**src/verilog/fetch_params.svh**
```systemverilog
//----------------------------------------------------------
// Fixed fetch addresses for the instruction-fetch subsystem
// Included by the fetch unit and by the testbench
//----------------------------------------------------------

`ifndef FETCH_PARAMS_SVH
`define FETCH_PARAMS_SVH

//----------------------------------------------------------
// Reset and trap entry points
//----------------------------------------------------------

// First word fetched once fetch is enabled after reset
`define FETCH_BOOT_ADDR     32'h0000_0800

// Vectored interrupt table, one word per interrupt id
`define FETCH_MTVEC_BASE    32'h0000_0400

//----------------------------------------------------------
// Debug
//----------------------------------------------------------

// Halt entry of the debug module
`define FETCH_DM_HALT_ADDR  32'h1A11_0800

`endif

```
**src/verilog/fetch_pkg.sv**
```systemverilog
//----------------------------------------------------------
// Shared types of the fetch subsystem: bus widths, FSM states
// and the trace record emitted on the retire side
//----------------------------------------------------------

package fetch_pkg;

  // Byte address on the instruction bus
  typedef logic [31:0] addr_t;

  // Instruction word as returned on rdata
  typedef logic [31:0] word_t;

  // One bit per interrupt line
  typedef logic [31:0] irq_vec_t;

  // Interrupt number, index into irq_vec_t
  typedef logic [4:0]  irq_id_t;

  // Sequence number of a trace record
  typedef logic [15:0] order_t;

  // Fetch FSM
  // IDLE picks the next address, REQ waits for gnt, WAIT for rvalid
  typedef enum logic [1:0] {
    IDLE = 2'd0,
    REQ  = 2'd1,
    WAIT = 2'd2
  } fetch_state_e;

  // Pads the trace record up to three bus words
  localparam int unsigned TRACE_PAD_W = 14;

  // Retire-style record, one per returned instruction word
  typedef struct packed {
    logic                   valid;
    order_t                 order;
    addr_t                  addr;
    word_t                  data;
    logic                   dbg;
    logic [TRACE_PAD_W-1:0] pad;
  } trace_t;

endpackage

```
**src/verilog/fetch_retire.sv**
```systemverilog
//----------------------------------------------------------
// Pairs each OBI response with its granted address and emits
// a numbered trace record one cycle after rvalid
//----------------------------------------------------------

`timescale 1ns/1ps

module fetch_retire import fetch_pkg::*; (
  input  logic   clk_i,
  input  logic   rst_n_i,
  input  logic   req_i,
  input  logic   gnt_i,
  input  logic   rvalid_i,
  input  addr_t  addr_i,
  input  word_t  rdata_i,
  input  logic   debug_mode_i,
  output trace_t trace_o
);

  logic   accept;
  logic   outstanding_q;
  logic   valid_q;
  order_t order_q;
  addr_t  acc_addr_q;
  logic   acc_dbg_q;
  order_t rec_order_q;
  addr_t  rec_addr_q;
  word_t  rec_data_q;
  logic   rec_dbg_q;

  assign accept = req_i && gnt_i;

  // Control side, outstanding flag and running order count
  always_ff @(posedge clk_i) begin
    if (!rst_n_i) begin
      outstanding_q <= 1'b0;
      valid_q       <= 1'b0;
      order_q       <= '0;
    end else begin
      valid_q <= rvalid_i;
      if (accept) begin
        outstanding_q <= 1'b1;
      end else if (rvalid_i) begin
        outstanding_q <= 1'b0;
      end
      if (rvalid_i) begin
        order_q <= order_q + order_t'(1);
      end
    end
  end

  // Address and mode are taken at grant, the rest at the response
  always_ff @(posedge clk_i) begin
    if (accept) begin
      acc_addr_q <= addr_i;
      acc_dbg_q  <= debug_mode_i;
    end
    if (rvalid_i) begin
      rec_order_q <= order_q;
      rec_addr_q  <= acc_addr_q;
      rec_data_q  <= rdata_i;
      rec_dbg_q   <= acc_dbg_q;
    end
  end

  always_comb begin
    trace_o       = '0;
    trace_o.valid = valid_q;
    trace_o.order = rec_order_q;
    trace_o.addr  = rec_addr_q;
    trace_o.data  = rec_data_q;
    trace_o.dbg   = rec_dbg_q;
  end

  // A response needs a granted transfer still open
  a_rvalid_outstanding: assert property (
    @(posedge clk_i) disable iff (!rst_n_i)
    rvalid_i |-> outstanding_q
  );

endmodule

```
**src/verilog/fetch_subsys_top.sv**
```systemverilog
//----------------------------------------------------------
// Top of the instruction-fetch subsystem with a read-only OBI
// instruction port, merged interrupt/debug inputs and trace
//----------------------------------------------------------

`timescale 1ns/1ps

module fetch_subsys_top import fetch_pkg::*; (
  input  logic     clk_i,
  input  logic     rst_n_i,
  input  logic     fetch_enable_i,
  // Interrupt and debug sources
  input  irq_vec_t irq_ext_i,
  input  irq_vec_t irq_vp_i,
  input  logic     debug_req_ext_i,
  input  logic     debug_req_vp_i,
  // OBI instruction port
  output logic     instr_req_o,
  input  logic     instr_gnt_i,
  input  logic     instr_rvalid_i,
  output addr_t    instr_addr_o,
  output logic     instr_we_o,
  output logic [3:0] instr_be_o,
  input  word_t    instr_rdata_i,
  // Status and trace
  output logic     irq_ack_o,
  output irq_id_t  irq_id_o,
  output logic     debug_mode_o,
  output trace_t   trace_o
);

  logic    irq_pending;
  irq_id_t irq_pend_id;
  logic    debug_req;

  // Instruction bus never writes
  assign instr_we_o = 1'b0;
  assign instr_be_o = '1;

  irq_debug_merge u_merge (
    .clk_i           (clk_i),
    .rst_n_i         (rst_n_i),
    .irq_ext_i       (irq_ext_i),
    .irq_vp_i        (irq_vp_i),
    .debug_req_ext_i (debug_req_ext_i),
    .debug_req_vp_i  (debug_req_vp_i),
    .irq_ack_i       (irq_ack_o),
    .irq_id_i        (irq_id_o),
    .irq_pending_o   (irq_pending),
    .irq_id_o        (irq_pend_id),
    .debug_req_o     (debug_req)
  );

  fetch_unit u_fetch (
    .clk_i          (clk_i),
    .rst_n_i        (rst_n_i),
    .fetch_enable_i (fetch_enable_i),
    .irq_pending_i  (irq_pending),
    .irq_id_i       (irq_pend_id),
    .debug_req_i    (debug_req),
    .gnt_i          (instr_gnt_i),
    .rvalid_i       (instr_rvalid_i),
    .req_o          (instr_req_o),
    .addr_o         (instr_addr_o),
    .irq_ack_o      (irq_ack_o),
    .irq_id_o       (irq_id_o),
    .debug_mode_o   (debug_mode_o)
  );

  fetch_retire u_retire (
    .clk_i        (clk_i),
    .rst_n_i      (rst_n_i),
    .req_i        (instr_req_o),
    .gnt_i        (instr_gnt_i),
    .rvalid_i     (instr_rvalid_i),
    .addr_i       (instr_addr_o),
    .rdata_i      (instr_rdata_i),
    .debug_mode_i (debug_mode_o),
    .trace_o      (trace_o)
  );

endmodule

```
**src/verilog/fetch_unit.sv**
```systemverilog
//----------------------------------------------------------
// Program counter and OBI request FSM with one transfer at a time
// Redirects to debug halt or interrupt vector from IDLE only
//----------------------------------------------------------

`timescale 1ns/1ps

`include "fetch_params.svh"

module fetch_unit import fetch_pkg::*; (
  input  logic    clk_i,
  input  logic    rst_n_i,
  input  logic    fetch_enable_i,
  input  logic    irq_pending_i,
  input  irq_id_t irq_id_i,
  input  logic    debug_req_i,
  input  logic    gnt_i,
  input  logic    rvalid_i,
  output logic    req_o,
  output addr_t   addr_o,
  output logic    irq_ack_o,
  output irq_id_t irq_id_o,
  output logic    debug_mode_o
);

  fetch_state_e state_q;
  fetch_state_e state_d;
  addr_t        addr_q;
  addr_t        seq_pc_q;
  addr_t        target;
  logic         launch;
  logic         take_dbg;
  logic         take_irq;
  logic         irq_ack_q;
  irq_id_t      irq_id_q;
  logic         debug_mode_q;

  //----------------------------------------------------------
  // Next address selection
  //----------------------------------------------------------

  // A new fetch starts from IDLE whenever fetch is enabled
  assign launch = (state_q == IDLE) && fetch_enable_i;

  // Debug first and no interrupts once in debug mode
  assign take_dbg = launch && debug_req_i && !debug_mode_q;
  assign take_irq = launch && !take_dbg && irq_pending_i && !debug_mode_q;

  always_comb begin
    if (take_dbg) begin
      target = `FETCH_DM_HALT_ADDR;
    end else if (take_irq) begin
      // Vectored entry with four bytes per id
      target = `FETCH_MTVEC_BASE + {25'b0, irq_id_i, 2'b00};
    end else begin
      target = seq_pc_q;
    end
  end

  //----------------------------------------------------------
  // FSM
  //----------------------------------------------------------

  always_comb begin
    state_d = state_q;
    case (state_q)
      IDLE: begin
        if (launch) begin
          state_d = REQ;
        end
      end
      REQ: begin
        // Held here with the same address until granted
        if (gnt_i) begin
          state_d = WAIT;
        end
      end
      WAIT: begin
        if (rvalid_i) begin
          state_d = IDLE;
        end
      end
      default: begin
        state_d = IDLE;
      end
    endcase
  end

  always_ff @(posedge clk_i) begin
    if (!rst_n_i) begin
      state_q      <= IDLE;
      seq_pc_q     <= `FETCH_BOOT_ADDR;
      irq_ack_q    <= 1'b0;
      irq_id_q     <= '0;
      debug_mode_q <= 1'b0;
    end else begin
      state_q   <= state_d;
      irq_ack_q <= take_irq;
      if (launch) begin
        seq_pc_q <= target + 32'd4;
      end
      if (take_irq) begin
        irq_id_q <= irq_id_i;
      end
      // Sticky until reset
      if (take_dbg) begin
        debug_mode_q <= 1'b1;
      end
    end
  end

  // Address of the fetch in flight
  always_ff @(posedge clk_i) begin
    if (launch) begin
      addr_q <= target;
    end
  end

  assign req_o        = (state_q == REQ);
  assign addr_o       = addr_q;
  assign irq_ack_o    = irq_ack_q;
  assign irq_id_o     = irq_id_q;
  assign debug_mode_o = debug_mode_q;

  //----------------------------------------------------------
  // Checks
  //----------------------------------------------------------

  // Responder answers only the transfer in flight
  a_rvalid_in_wait: assert property (
    @(posedge clk_i) disable iff (!rst_n_i)
    rvalid_i |-> state_q == WAIT
  );

endmodule

```
**src/verilog/irq_debug_merge.sv**
```systemverilog
//----------------------------------------------------------
// Merges the two interrupt and debug sources by OR, masks
// acknowledged lines and reports the lowest pending id
//----------------------------------------------------------

`timescale 1ns/1ps

module irq_debug_merge import fetch_pkg::*; (
  input  logic     clk_i,
  input  logic     rst_n_i,
  input  irq_vec_t irq_ext_i,
  input  irq_vec_t irq_vp_i,
  input  logic     debug_req_ext_i,
  input  logic     debug_req_vp_i,
  input  logic     irq_ack_i,
  input  irq_id_t  irq_id_i,
  output logic     irq_pending_o,
  output irq_id_t  irq_id_o,
  output logic     debug_req_o
);

  irq_vec_t irq_src;
  irq_vec_t irq_q;
  irq_vec_t mask_q;
  irq_vec_t ack_vec;
  irq_vec_t irq_avail;
  logic     debug_q;

  assign irq_src = irq_ext_i | irq_vp_i;

  // One-hot of the line being acknowledged this cycle
  assign ack_vec = irq_ack_i ? (irq_vec_t'(1) << irq_id_i) : '0;

  // Registered sources, the mask drops a bit as soon as its line falls
  always_ff @(posedge clk_i) begin
    if (!rst_n_i) begin
      irq_q   <= '0;
      mask_q  <= '0;
      debug_q <= 1'b0;
    end else begin
      irq_q   <= irq_src;
      mask_q  <= (mask_q | ack_vec) & irq_src;
      debug_q <= debug_req_ext_i | debug_req_vp_i;
    end
  end

  assign irq_avail     = irq_q & ~mask_q;
  assign irq_pending_o = |irq_avail;
  assign debug_req_o   = debug_q;

  // Lowest set line wins, so scan from the top down
  always_comb begin
    irq_id_o = '0;
    for (int i = $bits(irq_vec_t) - 1; i >= 0; i--) begin
      if (irq_avail[i]) begin
        irq_id_o = irq_id_t'(i);
      end
    end
  end

  //----------------------------------------------------------
  // Checks
  //----------------------------------------------------------

  // The fetch unit may only acknowledge what was reported pending
  a_ack_after_pending: assert property (
    @(posedge clk_i) disable iff (!rst_n_i)
    irq_ack_i |-> $past(irq_pending_o)
  );

endmodule
```
**config.mk**
```make
export PLATFORM = sky130hd
export DESIGN_NAME = fetch_subsys_top
export DESIGN_NICKNAME = d
export VERILOG_FILES = /design/src/verilog/fetch_pkg.sv /design/src/verilog/fetch_retire.sv /design/src/verilog/fetch_subsys_top.sv /design/src/verilog/fetch_unit.sv /design/src/verilog/irq_debug_merge.sv
export VERILOG_INCLUDE_DIRS = /design/src /design/src/verilog
export SDC_FILE = /design/constraint.sdc
export NUM_CORES = 1
export LEC_CHECK = 0
export BUFFER_PORTS_ARGS = -buffer_cell sky130_fd_sc_hd__buf_2
export CAP_MARGIN = 10
export CELL_PAD_IN_SITES_DETAIL_PLACEMENT = 0
export CELL_PAD_IN_SITES_GLOBAL_PLACEMENT = 1
export CORE_UTILIZATION = 43
export CTS_BUF_LIST = sky130_fd_sc_hd__clkbuf_4 sky130_fd_sc_hd__clkbuf_8
export DETAILED_ROUTE_END_ITERATION = 6
export GPL_ROUTABILITY_DRIVEN = 1
export PLACE_DENSITY = 0.85
export SKIP_CTS_REPAIR_TIMING = 1
export SYNTH_ARGS = -nofsm -noshare
export SYNTH_HDL_FRONTEND = slang
export SYNTH_SLANG_ARGS = --single-unit
```
**constraint.sdc**
```tcl
create_clock -name clk_i -period 4.4 [get_ports clk_i]
set_clock_uncertainty 0.1 [all_clocks]
set_input_delay 0.88 -clock clk_i [delete_from_list [all_inputs] [get_ports clk_i]]
set_output_delay 0.88 -clock clk_i [all_outputs]
set_load 0.005 [all_outputs]
```
Yosys cells after proc, flatten, opt, wreduce, memory -nomap -nowiden:

Index checks and enable logic that the tools add are counted.

* $add $sub $neg: 3
* eq/ne operators: 5
* shift operators: 1
* muxes and demuxes: 39
* bitwise operators: 6
* reduce and logical (&&, ||, !) cells: 12

Operators by type and width (count)
* 5-bit 2-to-1 mux: 32
* 32-bit 2-to-1 mux: 3
* 32-bit bitwise AND: 2
* 32-bit OR: 2
* 32-bit by 3-bit adder with 32-bit output (second input constant): 1
* 32-bit inverter: 1
* 32-bit OR reduction: 1
* 1-bit by 5-bit left shift with 32-bit output (first input constant): 1
* 16-bit by 1-bit adder with 16-bit output (second input constant): 1
* 11-bit by 7-bit adder with 12-bit output (first input constant): 1
* 1-bit logical AND: 7
* 2-bit 2-to-1 mux: 3
* 2-bit one-hot mux with 3 select lines: 1
* 2-bit != test (second input constant): 2
* 3-bit AND reduction: 1
* 2-bit by 1-bit equality test with 1-bit output (second input constant): 1
* 2-bit equality test (second input constant): 1
* 1-bit zero test: 2
* 2-bit zero test: 1
* 2-bit by 1-bit != test with 1-bit output (second input constant): 1
* 1-bit OR: 1

* flip-flop bits (word level): 269
* input port bits: 103
* output and inout bits: 141
* word-level logic and storage cells: 83

Logic depth before layout (Yosys ltp):

Gate-level depths: netlist of run 1.

* depth in word-level cells: 38
* mapped depth: 13
* gate-level depth less buffers: 12

Hierarchy:

A second synthesis of run 1 with hierarchy kept.

* cell total of the unflattened synthesis: 877
* area, all modules: 10550.1 µm²

Modules (own cells, without submodules)
* fetch_retire: instances 1, cells each 221, area each 4360.4 µm², seq. area each 3763.6 µm²
* fetch_unit: instances 1, cells each 364, area each 3419.5 µm², seq. area each 1781.7 µm²
* irq_debug_merge: instances 1, cells each 285, area each 2725.1 µm², seq. area each 1301.2 µm²
* fetch_subsys_top: instances 1, cells each 7, area each 45.0 µm², seq. area each 0.0 µm²

Least setup slack after synthesis of run 1:

Ideal clock, no wire load.

* kind: in2reg
* start point: input port fetch_enable_i
* end point: register u_fetch.seq_pc_q[22]
* library setup time: 0.074 ns
* data arrival time: 3.817 ns
* required time: 4.226 ns
* slack: 0.408 ns
* stages: 13
* buffers on the path: 3
* path through: or3b_2 -> clkbuf_1 -> nor3_1 -> o21ai_1 -> clkbuf_1 -> nand2_1 -> a21oi_1 -> ha_1 -> inv_1 -> or4_1 -> buf_2 -> or4_1 -> a31oi_1

* longest elaborated chain between the ends: 10

RTL lines
* from (decl): line fetch_subsys_top.sv:11 `input logic fetch_enable_i,`
* 1-bit logical AND *: line fetch_unit.sv:43 `assign launch = (state_q == IDLE) && fetch_enable_i;`
* 1-bit logical AND (2 in series): line fetch_unit.sv:46 `assign take_dbg = launch && debug_req_i && !debug_mode_q;`
* 1-bit zero test: line fetch_unit.sv:47 `assign take_irq = launch && !take_dbg && irq_pending_i && !debug_mode_q;`
* 1-bit logical AND (3 in series): line fetch_unit.sv:47
* 32-bit 2-to-1 mux: line fetch_unit.sv:52 `end else if (take_irq) begin`
* 32-bit 2-to-1 mux *: line fetch_unit.sv:50 `if (take_dbg) begin`
* named net u_fetch.target[2]: line fetch_unit.sv:30 `addr_t target;`
* 32-bit by 3-bit adder with 32-bit output *: line fetch_unit.sv:100 `seq_pc_q <= target + 32'd4;`
* to (signal assigned): line fetch_unit.sv:92 `` seq_pc_q <= `FETCH_BOOT_ADDR; ``
* to (signal assigned): line fetch_unit.sv:100
* to (decl): line fetch_unit.sv:29 `addr_t seq_pc_q;`

Mark *: on every way through the listed nets, which the timed path passes. The rest lies on a longest branch.
A chain may end at the register's enable or synchronous reset.

Final worst setup path of run 1:

* start point: register u_merge.mask_q[14]
* end point: register u_fetch.seq_pc_q[22]

* longest elaborated chain between the ends: 21
* elaborated cells on any way between the ends: 24
* those cells by class: add/sub: 2; mux: 17; bitwise: 2; reduce/logical: 3

RTL lines
* from (decl): line irq_debug_merge.sv:24 `irq_vec_t mask_q;`
* from (signal assigned): line irq_debug_merge.sv:42 `mask_q <= (mask_q | ack_vec) & irq_src;`
* 32-bit inverter *: line irq_debug_merge.sv:47 `assign irq_avail = irq_q & ~mask_q;`
* 32-bit bitwise AND *: line irq_debug_merge.sv:47
* 5-bit 2-to-1 mux (15 in series): line irq_debug_merge.sv:55 `if (irq_avail[i]) begin`
* 11-bit by 7-bit adder with 12-bit output (no line)
* 32-bit 2-to-1 mux *: line fetch_unit.sv:52
* 32-bit 2-to-1 mux *: line fetch_unit.sv:50
* named net u_fetch.target[3]: line fetch_unit.sv:30
* 32-bit by 3-bit adder with 32-bit output *: line fetch_unit.sv:100

Marks and branches as above.

==> results by group, run 1 <==
Status
  – Status: finished, final reports clean

Floorplan
  – Die X: 158 um
  – Die height: 158 um
  – Starting Density: 0.443
  – I/O pin count: between 200 and 250
  – Row count: 56
  – Die area: around 0.025 mm2
  – Core area: 0.0237 mm2

STA
  – Tcrit/Tclk final: 0.926
  – Tmin final: ~4.1 ns
  – Worst-margin pin slew: approximately 0.95 ns
  – Max_slew headroom: 0.361
  – Final hold slack: between 0.3 and 0.4 ns
  – F_max: between 200 and 250 MHz
  – Final setup viols: 0
  – Final Max Tran Viols: 0
  – Hold Vio Cnt, Final: 0
  – TNS Setup: 0 ns
  – Unrepaired setup endpoints after global routing: no

Logic synthesis
  – Sequential area share after synthesis: 0.652
  – Synth Flop Type: edfxtp_1
  – Top-area cell type share of the netlist area: 0.417
  – Synth top area cells: edfxtp_1 42%, dfxtp_1 23%, nor2_1 4.5%
  – Yosys reg bits: around 270
  – Async SR Flop Fraction: 0
  – Number of flops mapped to enable cells by yosys: ~150
  – Post-synth top area cell: edfxtp_1
  – Post-synthesis cell area: about 0.011 mm2
  – Synth Warn #: 0
  – Post-Syn Area per Cell: about 11 um2
  – Post-synthesis cell count: around 900
  – Synth cell types: between 70 and 80

Finish
  – Final instance area: around 0.013 mm2
  – Util after Layout: 0.539
  – Post-layout nets: about 1,300
  – Layout cells sized above 1: 0.282
  – ANT cells: 0
  – Multi-input gate area: between 0.003 and 0.004 mm2
  – Area Growth Syn to Fin: 21.5%
  – FF/Latch Area: approximately 0.0068 mm2
  – Fillers: about 2,100
  – Non-filler cells, final: 1,516

Worst setup path
  – CP cell instances: or2b_2, o211ai_1, a31oi_1, or4b_2, o21ai_0, nand3_1, a21oi_1, ha_1, inv_1, or4_1, or4_1, a31oi_1
  – CP peak stage delay: 0.70 ns
  – Critical path class: flip-flop to flip-flop
  – RR Startpoint: u_merge.mask_q[14]
  – Setup crit start: u_merge.mask_q[14]
  – Slowest cell on the critical path: or4_1
  – Crit end category: flip-flop
  – CP arrival: 4.45 ns
  – CP max FO: 10
  – CP required: roughly 4.8 ns
  – Critical Path Source Type: flip-flop

Detailed routing
  – Post-route ant nets: 0
  – Routed length per instance: 15.2 um
  – DRT iter0 DRCs: approximately 460
  – DRC Markers: 0
  – Vias/cell: between 5 and 6
  – DR pass1 iterations: 5
  – Via count: 7,779
  – Overall routed net length: between 20,000 and 25,000 um

CTS
  – H-tree depth: 2
  – CTS Sinks: 269
  – CTS tree: built
  – Worst-path clk slew: 0.07 ns
  – CTS buffer count: 43
  – Worst-skew pair later-pin latency: between 0.5 and 0.6 ns
  – Clock tree buffer depth: 3
  – Clock Tree Root: clkbuf_8

Global routing
  – Vias in the first global route: between 7,000 and 8,000
  – Initial antenna violation count: 0
  – Tot GR Track Use: 0.181
  – Largest net degree at the start of global routing: 70
  – Total gr overflow: 0
  – First-pass GRT wire length: 35,500 um

Worst hold path
  – Hold crit path type: flip-flop to flip-flop
  – Min-delay src: u_retire.acc_addr_q[5]

Placement
  – Placed Cells: 1,438
  – Final RePlAce weighted congestion: 0.884
  – # port buffers: around 220
  – DP HPWL: between 15,000 and 20,000 um
  – DP Area: ~0.012 mm2

Pwr
  – Power density over cell area: around 420 mW/mm2
  – Peak supply drop: roughly 0.17 mV
  – Pleak: between 5 and 6 nW

Job
  – Max-cap violation count: 0
[power by group]
part           leakage [nW]  internal (mW)  switching [mW]
Sequential             2.43           2.77          0.0512
Combinational          2.14          0.161           0.268
Clock                 0.457           1.12           0.926
Total                  5.03           4.06            1.25
[critical path, delay by kind of cell (launching register included)]
family,cells,cell delay (ns)
AND/OR/NAND/NOR,5,2.36
buffers and inverters,1,0.10
AO/OA/AOI/OAI,5,0.88
adder cells (fa/ha/maj),1,0.26
flip-flops,1,0.31
[registers in the layout, indices dropped and copies added (netlist names), 2 cells and up]
register,flops
u_fetch.state_q,2
u_fetch.irq_id_o,5
u_retire.rec_data_q,32
u_merge.irq_q,32
u_fetch.addr_o,32
u_merge.mask_q,32
u_retire.acc_addr_q,32
u_retire.rec_addr_q,32
u_retire.rec_order_q,16
u_retire.order_q,16
u_fetch.seq_pc_q,32
[layout make-up]
type                            instances  share of cell area
Clock buffer                           66              0.0604
Clock inverter                         12             0.00510
Inverter                               14             0.00412
Multi-Input combinational cell        597               0.265
Sequential cell                       269               0.536
Tap cell                              319              0.0313
Timing Repair Buffer                  239              0.0978
[final timing paths]
path / end / slack, ns / cells past startpoint
setup / recovery: u_fetch.seq_pc_q[22] / 0.32 / 12
hold / removal: u_retire.rec_addr_q[5] / 0.31 / 0
setup reg to reg: u_fetch.seq_pc_q[22] / 0.32 / 12
hold reg to reg: u_retire.rec_addr_q[5] / 0.31 / 0
[layout by cell type (no fill, tap or decap), types with 19 or more instances in the layout]
master and instances:
nor2_1 125, edfxtp_1 146, o21ai_0 22, a21oi_1 52
dfxtp_1 123, clkbuf_8 44, nand3_1 29, nand2b_1 32
nor3_1 55, conb_1 19, nand4_1 26, and2_1 23
clkbuf_4 22, buf_2 223, nand2_1 51
[cells by family (layout without fill, tap and decap cells)]
| group | after synthesis | count (layout) | synth area share |
|---|---|---|---|
| DFF | 269 | 269 | 0.652 |
| and+or+nand+nor | 419 | 419 | 0.207 |
| AOI/OAI and AO/OA | 140 | 140 | 0.0900 |
| adders and majority gates | 2 | 2 | 0.00238 |
| muxes | 2 | 2 | 0.00191 |
| xor gates and xnor gates | 15 | 15 | 0.0125 |
| buffers and inverters | 72 | 331 | 0.0335 |
| other | 2 | 19 | 0.000715 |
[through the flow]
stage	setup slack (ns)	total power, mW
6_report	0.325	5.30
4_1_cts	0.343	5.37
5_1_grt	0.0738	5.52
3_3_place_gp	0.390	3.30
3_5_place_dp	0.351	3.31
2_1_floorplan	0.408	3.10
[metal layers]
metal  track usage  vias to the layer above  wire, um
met3        0.0370                       47      1820
met2         0.296                      321     10500
li1              -                     3812         -
met5             0                        -         0
met4        0.0733                        0       549
met1         0.233                     3599     10100
[synth_stat cells, types with 3 or more instances]
cell       number
buf_4          21
nand2_1        51
nand3b_1        3
nor4b_1         3
or4_1           7
and2_1         23
nand3_1        29
a41o_1          3
a31o_2          3
xor2_1          8
nand4_1        26
or3_1           6
o211ai_1        5
edfxtp_1      146
and4_1          5
dfxtp_1       123
o31ai_1         4
inv_1          12
nand2b_1       32
nand2b_2        3
clkbuf_1       33
o2111ai_1       4
nor2_1        125
o31a_1          3
o21ai_0        22
a31oi_1        12
and3_1         15
a21oi_1        52
xnor2_1         7
nor3_1         55
nor2b_1        17
a211oi_1        4
nor4_1          9
No activity file was read; power rests on OpenSTA's default activity.
==> run 2, diff against run 1 <==
--- a/config.mk
+++ b/config.mk
@@ -10,10 +10,13 @@
 export CAP_MARGIN = 10
 export CELL_PAD_IN_SITES_DETAIL_PLACEMENT = 0
 export CELL_PAD_IN_SITES_GLOBAL_PLACEMENT = 1
+export CORE_MARGIN = 4
 export CORE_UTILIZATION = 43
 export CTS_BUF_LIST = sky130_fd_sc_hd__clkbuf_4 sky130_fd_sc_hd__clkbuf_8
 export DETAILED_ROUTE_END_ITERATION = 6
 export GPL_ROUTABILITY_DRIVEN = 1
+export GPL_TIMING_DRIVEN = 0
+export MAX_ROUTING_LAYER = met4
 export PLACE_DENSITY = 0.85
 export SKIP_CTS_REPAIR_TIMING = 1
 export SYNTH_ARGS = -nofsm -noshare
==> run 2 against run 1 <==
Effect of this change:
- worst setup slack got worse by 0.090 ns
- largest power group unchanged
- wire length up 12%
- cell area is 2.8% higher
- total power grew 3.0%
- combinational power rose by 11%
- via count increased by 3.4%
- flip-flop and latch count did not move
- sequential power hardly changed
==> results by group, run 2 (synthesis results as in run 1) <==
Status
  – Status: finished, final reports clean

Placement
  – DP Worst Slack: -0.677 ns
  – # port buffers: roughly 220
  – Final RePlAce weighted congestion: ~0.93
  – DP HPWL: around 19,000 um

Floorplan
  – Core area: 0.0238 mm2
  – Die area: ~0.027 mm2
  – Die height: 164 um
  – Row count: 56
  – Starting Density: 0.442
  – Die X: about 160 um
  – I/O pin count: 244

Worst setup path
  – CP cell instances: nand2b_1, nand4_4, or4_1, o21ai_4, clkbuf_4, nand2_1, a21oi_1, ha_1, inv_1, or4_1, buf_2, or4_1, a31oi_1
  – Crit end category: flip-flop
  – CP arrival: between 4 and 5 ns
  – Worst path most repeated cell: or4_1
  – CP bufs+invs: 3
  – Critical path's top delay family: simple AND/OR/NAND/NOR gates
  – Critical Path Source Type: flip-flop
  – CP required: ~4.8 ns
  – Slowest cell on the critical path: or4_1
  – Critical path class: flip-flop to flip-flop
  – CP max FO: 10
  – CP peak stage delay: roughly 0.65 ns

Worst hold path
  – Hold crit path type: flip-flop to flip-flop

Detailed routing
  – Post-route ant nets: 0
  – Vias/cell: slightly above 5
  – DR pass1 iterations: 6
  – Via count: roughly 8,000
  – Routed length per instance: around 16 um
  – DRC Markers: 0
  – DRT iter0 DRCs: 586
  – Overall routed net length: roughly 26,000 um

Global routing
  – Initial antenna violation count: 1
  – Total gr overflow: 0
  – Vias in the first global route: ~7,600
  – Tot GR Track Use: 0.190
  – Largest net degree at the start of global routing: approximately 80
  – First-pass GRT wire length: 39,500 um

CTS
  – Worst-skew pair later-pin latency: ~0.54 ns
  – CTS tree: built
  – Clock Tree Root: clkbuf_8
  – CTS buffer count: 44
  – H-tree depth: 2
  – Worst-path clk slew: 0.06 ns
  – Clock tree buffer depth: 3
  – CTS Sinks: approximately 270

Pwr
  – Power density over cell area: between 400 and 500 mW/mm2
  – Post-layout power: about 5.5 mW
  – Pleak: between 5 and 6 nW
  – Peak supply drop: 0.212 mV

Finish
  – Layout cells sized above 1: 0.283
  – Post-layout nets: 1,319
  – Area Growth Syn to Fin: 25.0%
  – Commonest cells after routing, fill and taps aside: 225 x buf_2, 146 x edfxtp_1, 125 x nor2_1
  – Leading cell type in the layout, fill and taps excluded: buf_2

STA
  – Final setup viols: 0
  – F_max: between 200 and 250 MHz
  – Final Max Tran Viols: 0
  – Worst-margin pin slew: about 1.2 ns
  – Tcrit/Tclk final: 0.947
  – Final worst slack: around 0.23 ns
  – Max_slew headroom: 0.232
  – Hold Vio Cnt, Final: 0
  – Tmin final: around 4.2 ns

Job
  – Max-cap violation count: 0
-- run 2: layout make-up --
type / count / area, um2
fillers: 2063 / 10600
flip-flops and latches: 269 / 6850
multi-input cells: 597 / 3380
repair buffers: 230 / 1230
clock buffers: 68 / 836
well taps: 319 / 399
plain buffers: 58 / 304
clock inverters: 13 / 75.1
inverters: 14 / 52.6
diodes: 1 / 2.50
-- run 2: worst paths after layout --
path	start	to	slack, ns	cells past startpoint
worst min-delay path	u_retire.acc_addr_q[10]	u_retire.rec_addr_q[10]	0.31	0
worst max register to register	u_merge.mask_q[15]	u_fetch.seq_pc_q[22]	0.23	13
worst min register to register	u_retire.acc_addr_q[10]	u_retire.rec_addr_q[10]	0.31	0
worst max-delay path	u_merge.mask_q[15]	u_fetch.seq_pc_q[22]	0.23	13
-- run 2: worst register-to-register path, delay by kind of cell, from the launching register on --
kind	cells	cell delay [ns]
simple gates	6	2.16
compound gates	3	0.65
buf+inv	3	0.58
flops	1	0.32
fa+ha+maj	1	0.27
-- run 2: metrics by stage --
| step | setup TNS [ns] | cells | cell area [um2] | hold slack (ns) | utilization |
|---|---|---|---|---|---|
| finish | 0 | 1569 | 13100 | 0.308 | 0.553 |
| detailed placement | -5.49 | 1484 | 12200 | 0.305 | 0.512 |
| global route | -0.00840 | 1569 | 13100 | 0.326 | 0.553 |
| global placement | -5.41 | 1481 | 12100 | 0.301 | 0.509 |
| CTS | -3.57 | 1565 | 13100 | 0.302 | 0.551 |
| floorplan | 0 | 938 | 10600 | 0.300 | - |
-- run 2: routing by layer --
metal | track usage | up-vias | wire length [um]
met2 | 0.294 | 384 | 11600
met4 | 0.0682 | 0 | 737
li1 | - | 3924 | -
met1 | 0.246 | 3678 | 11000
met3 | 0.0449 | 60 | 2510
met5 | - | - | 0
-- run 2: where the power goes --
| group | switching [mW] | internal (mW) | total (mW) |
|---|---|---|---|
| clock network | 0.945 | 1.22 | 2.16 |
| logic | 0.294 | 0.180 | 0.475 |
| registers | 0.0479 | 2.77 | 2.82 |
| total | 1.29 | 4.17 | 5.46 |
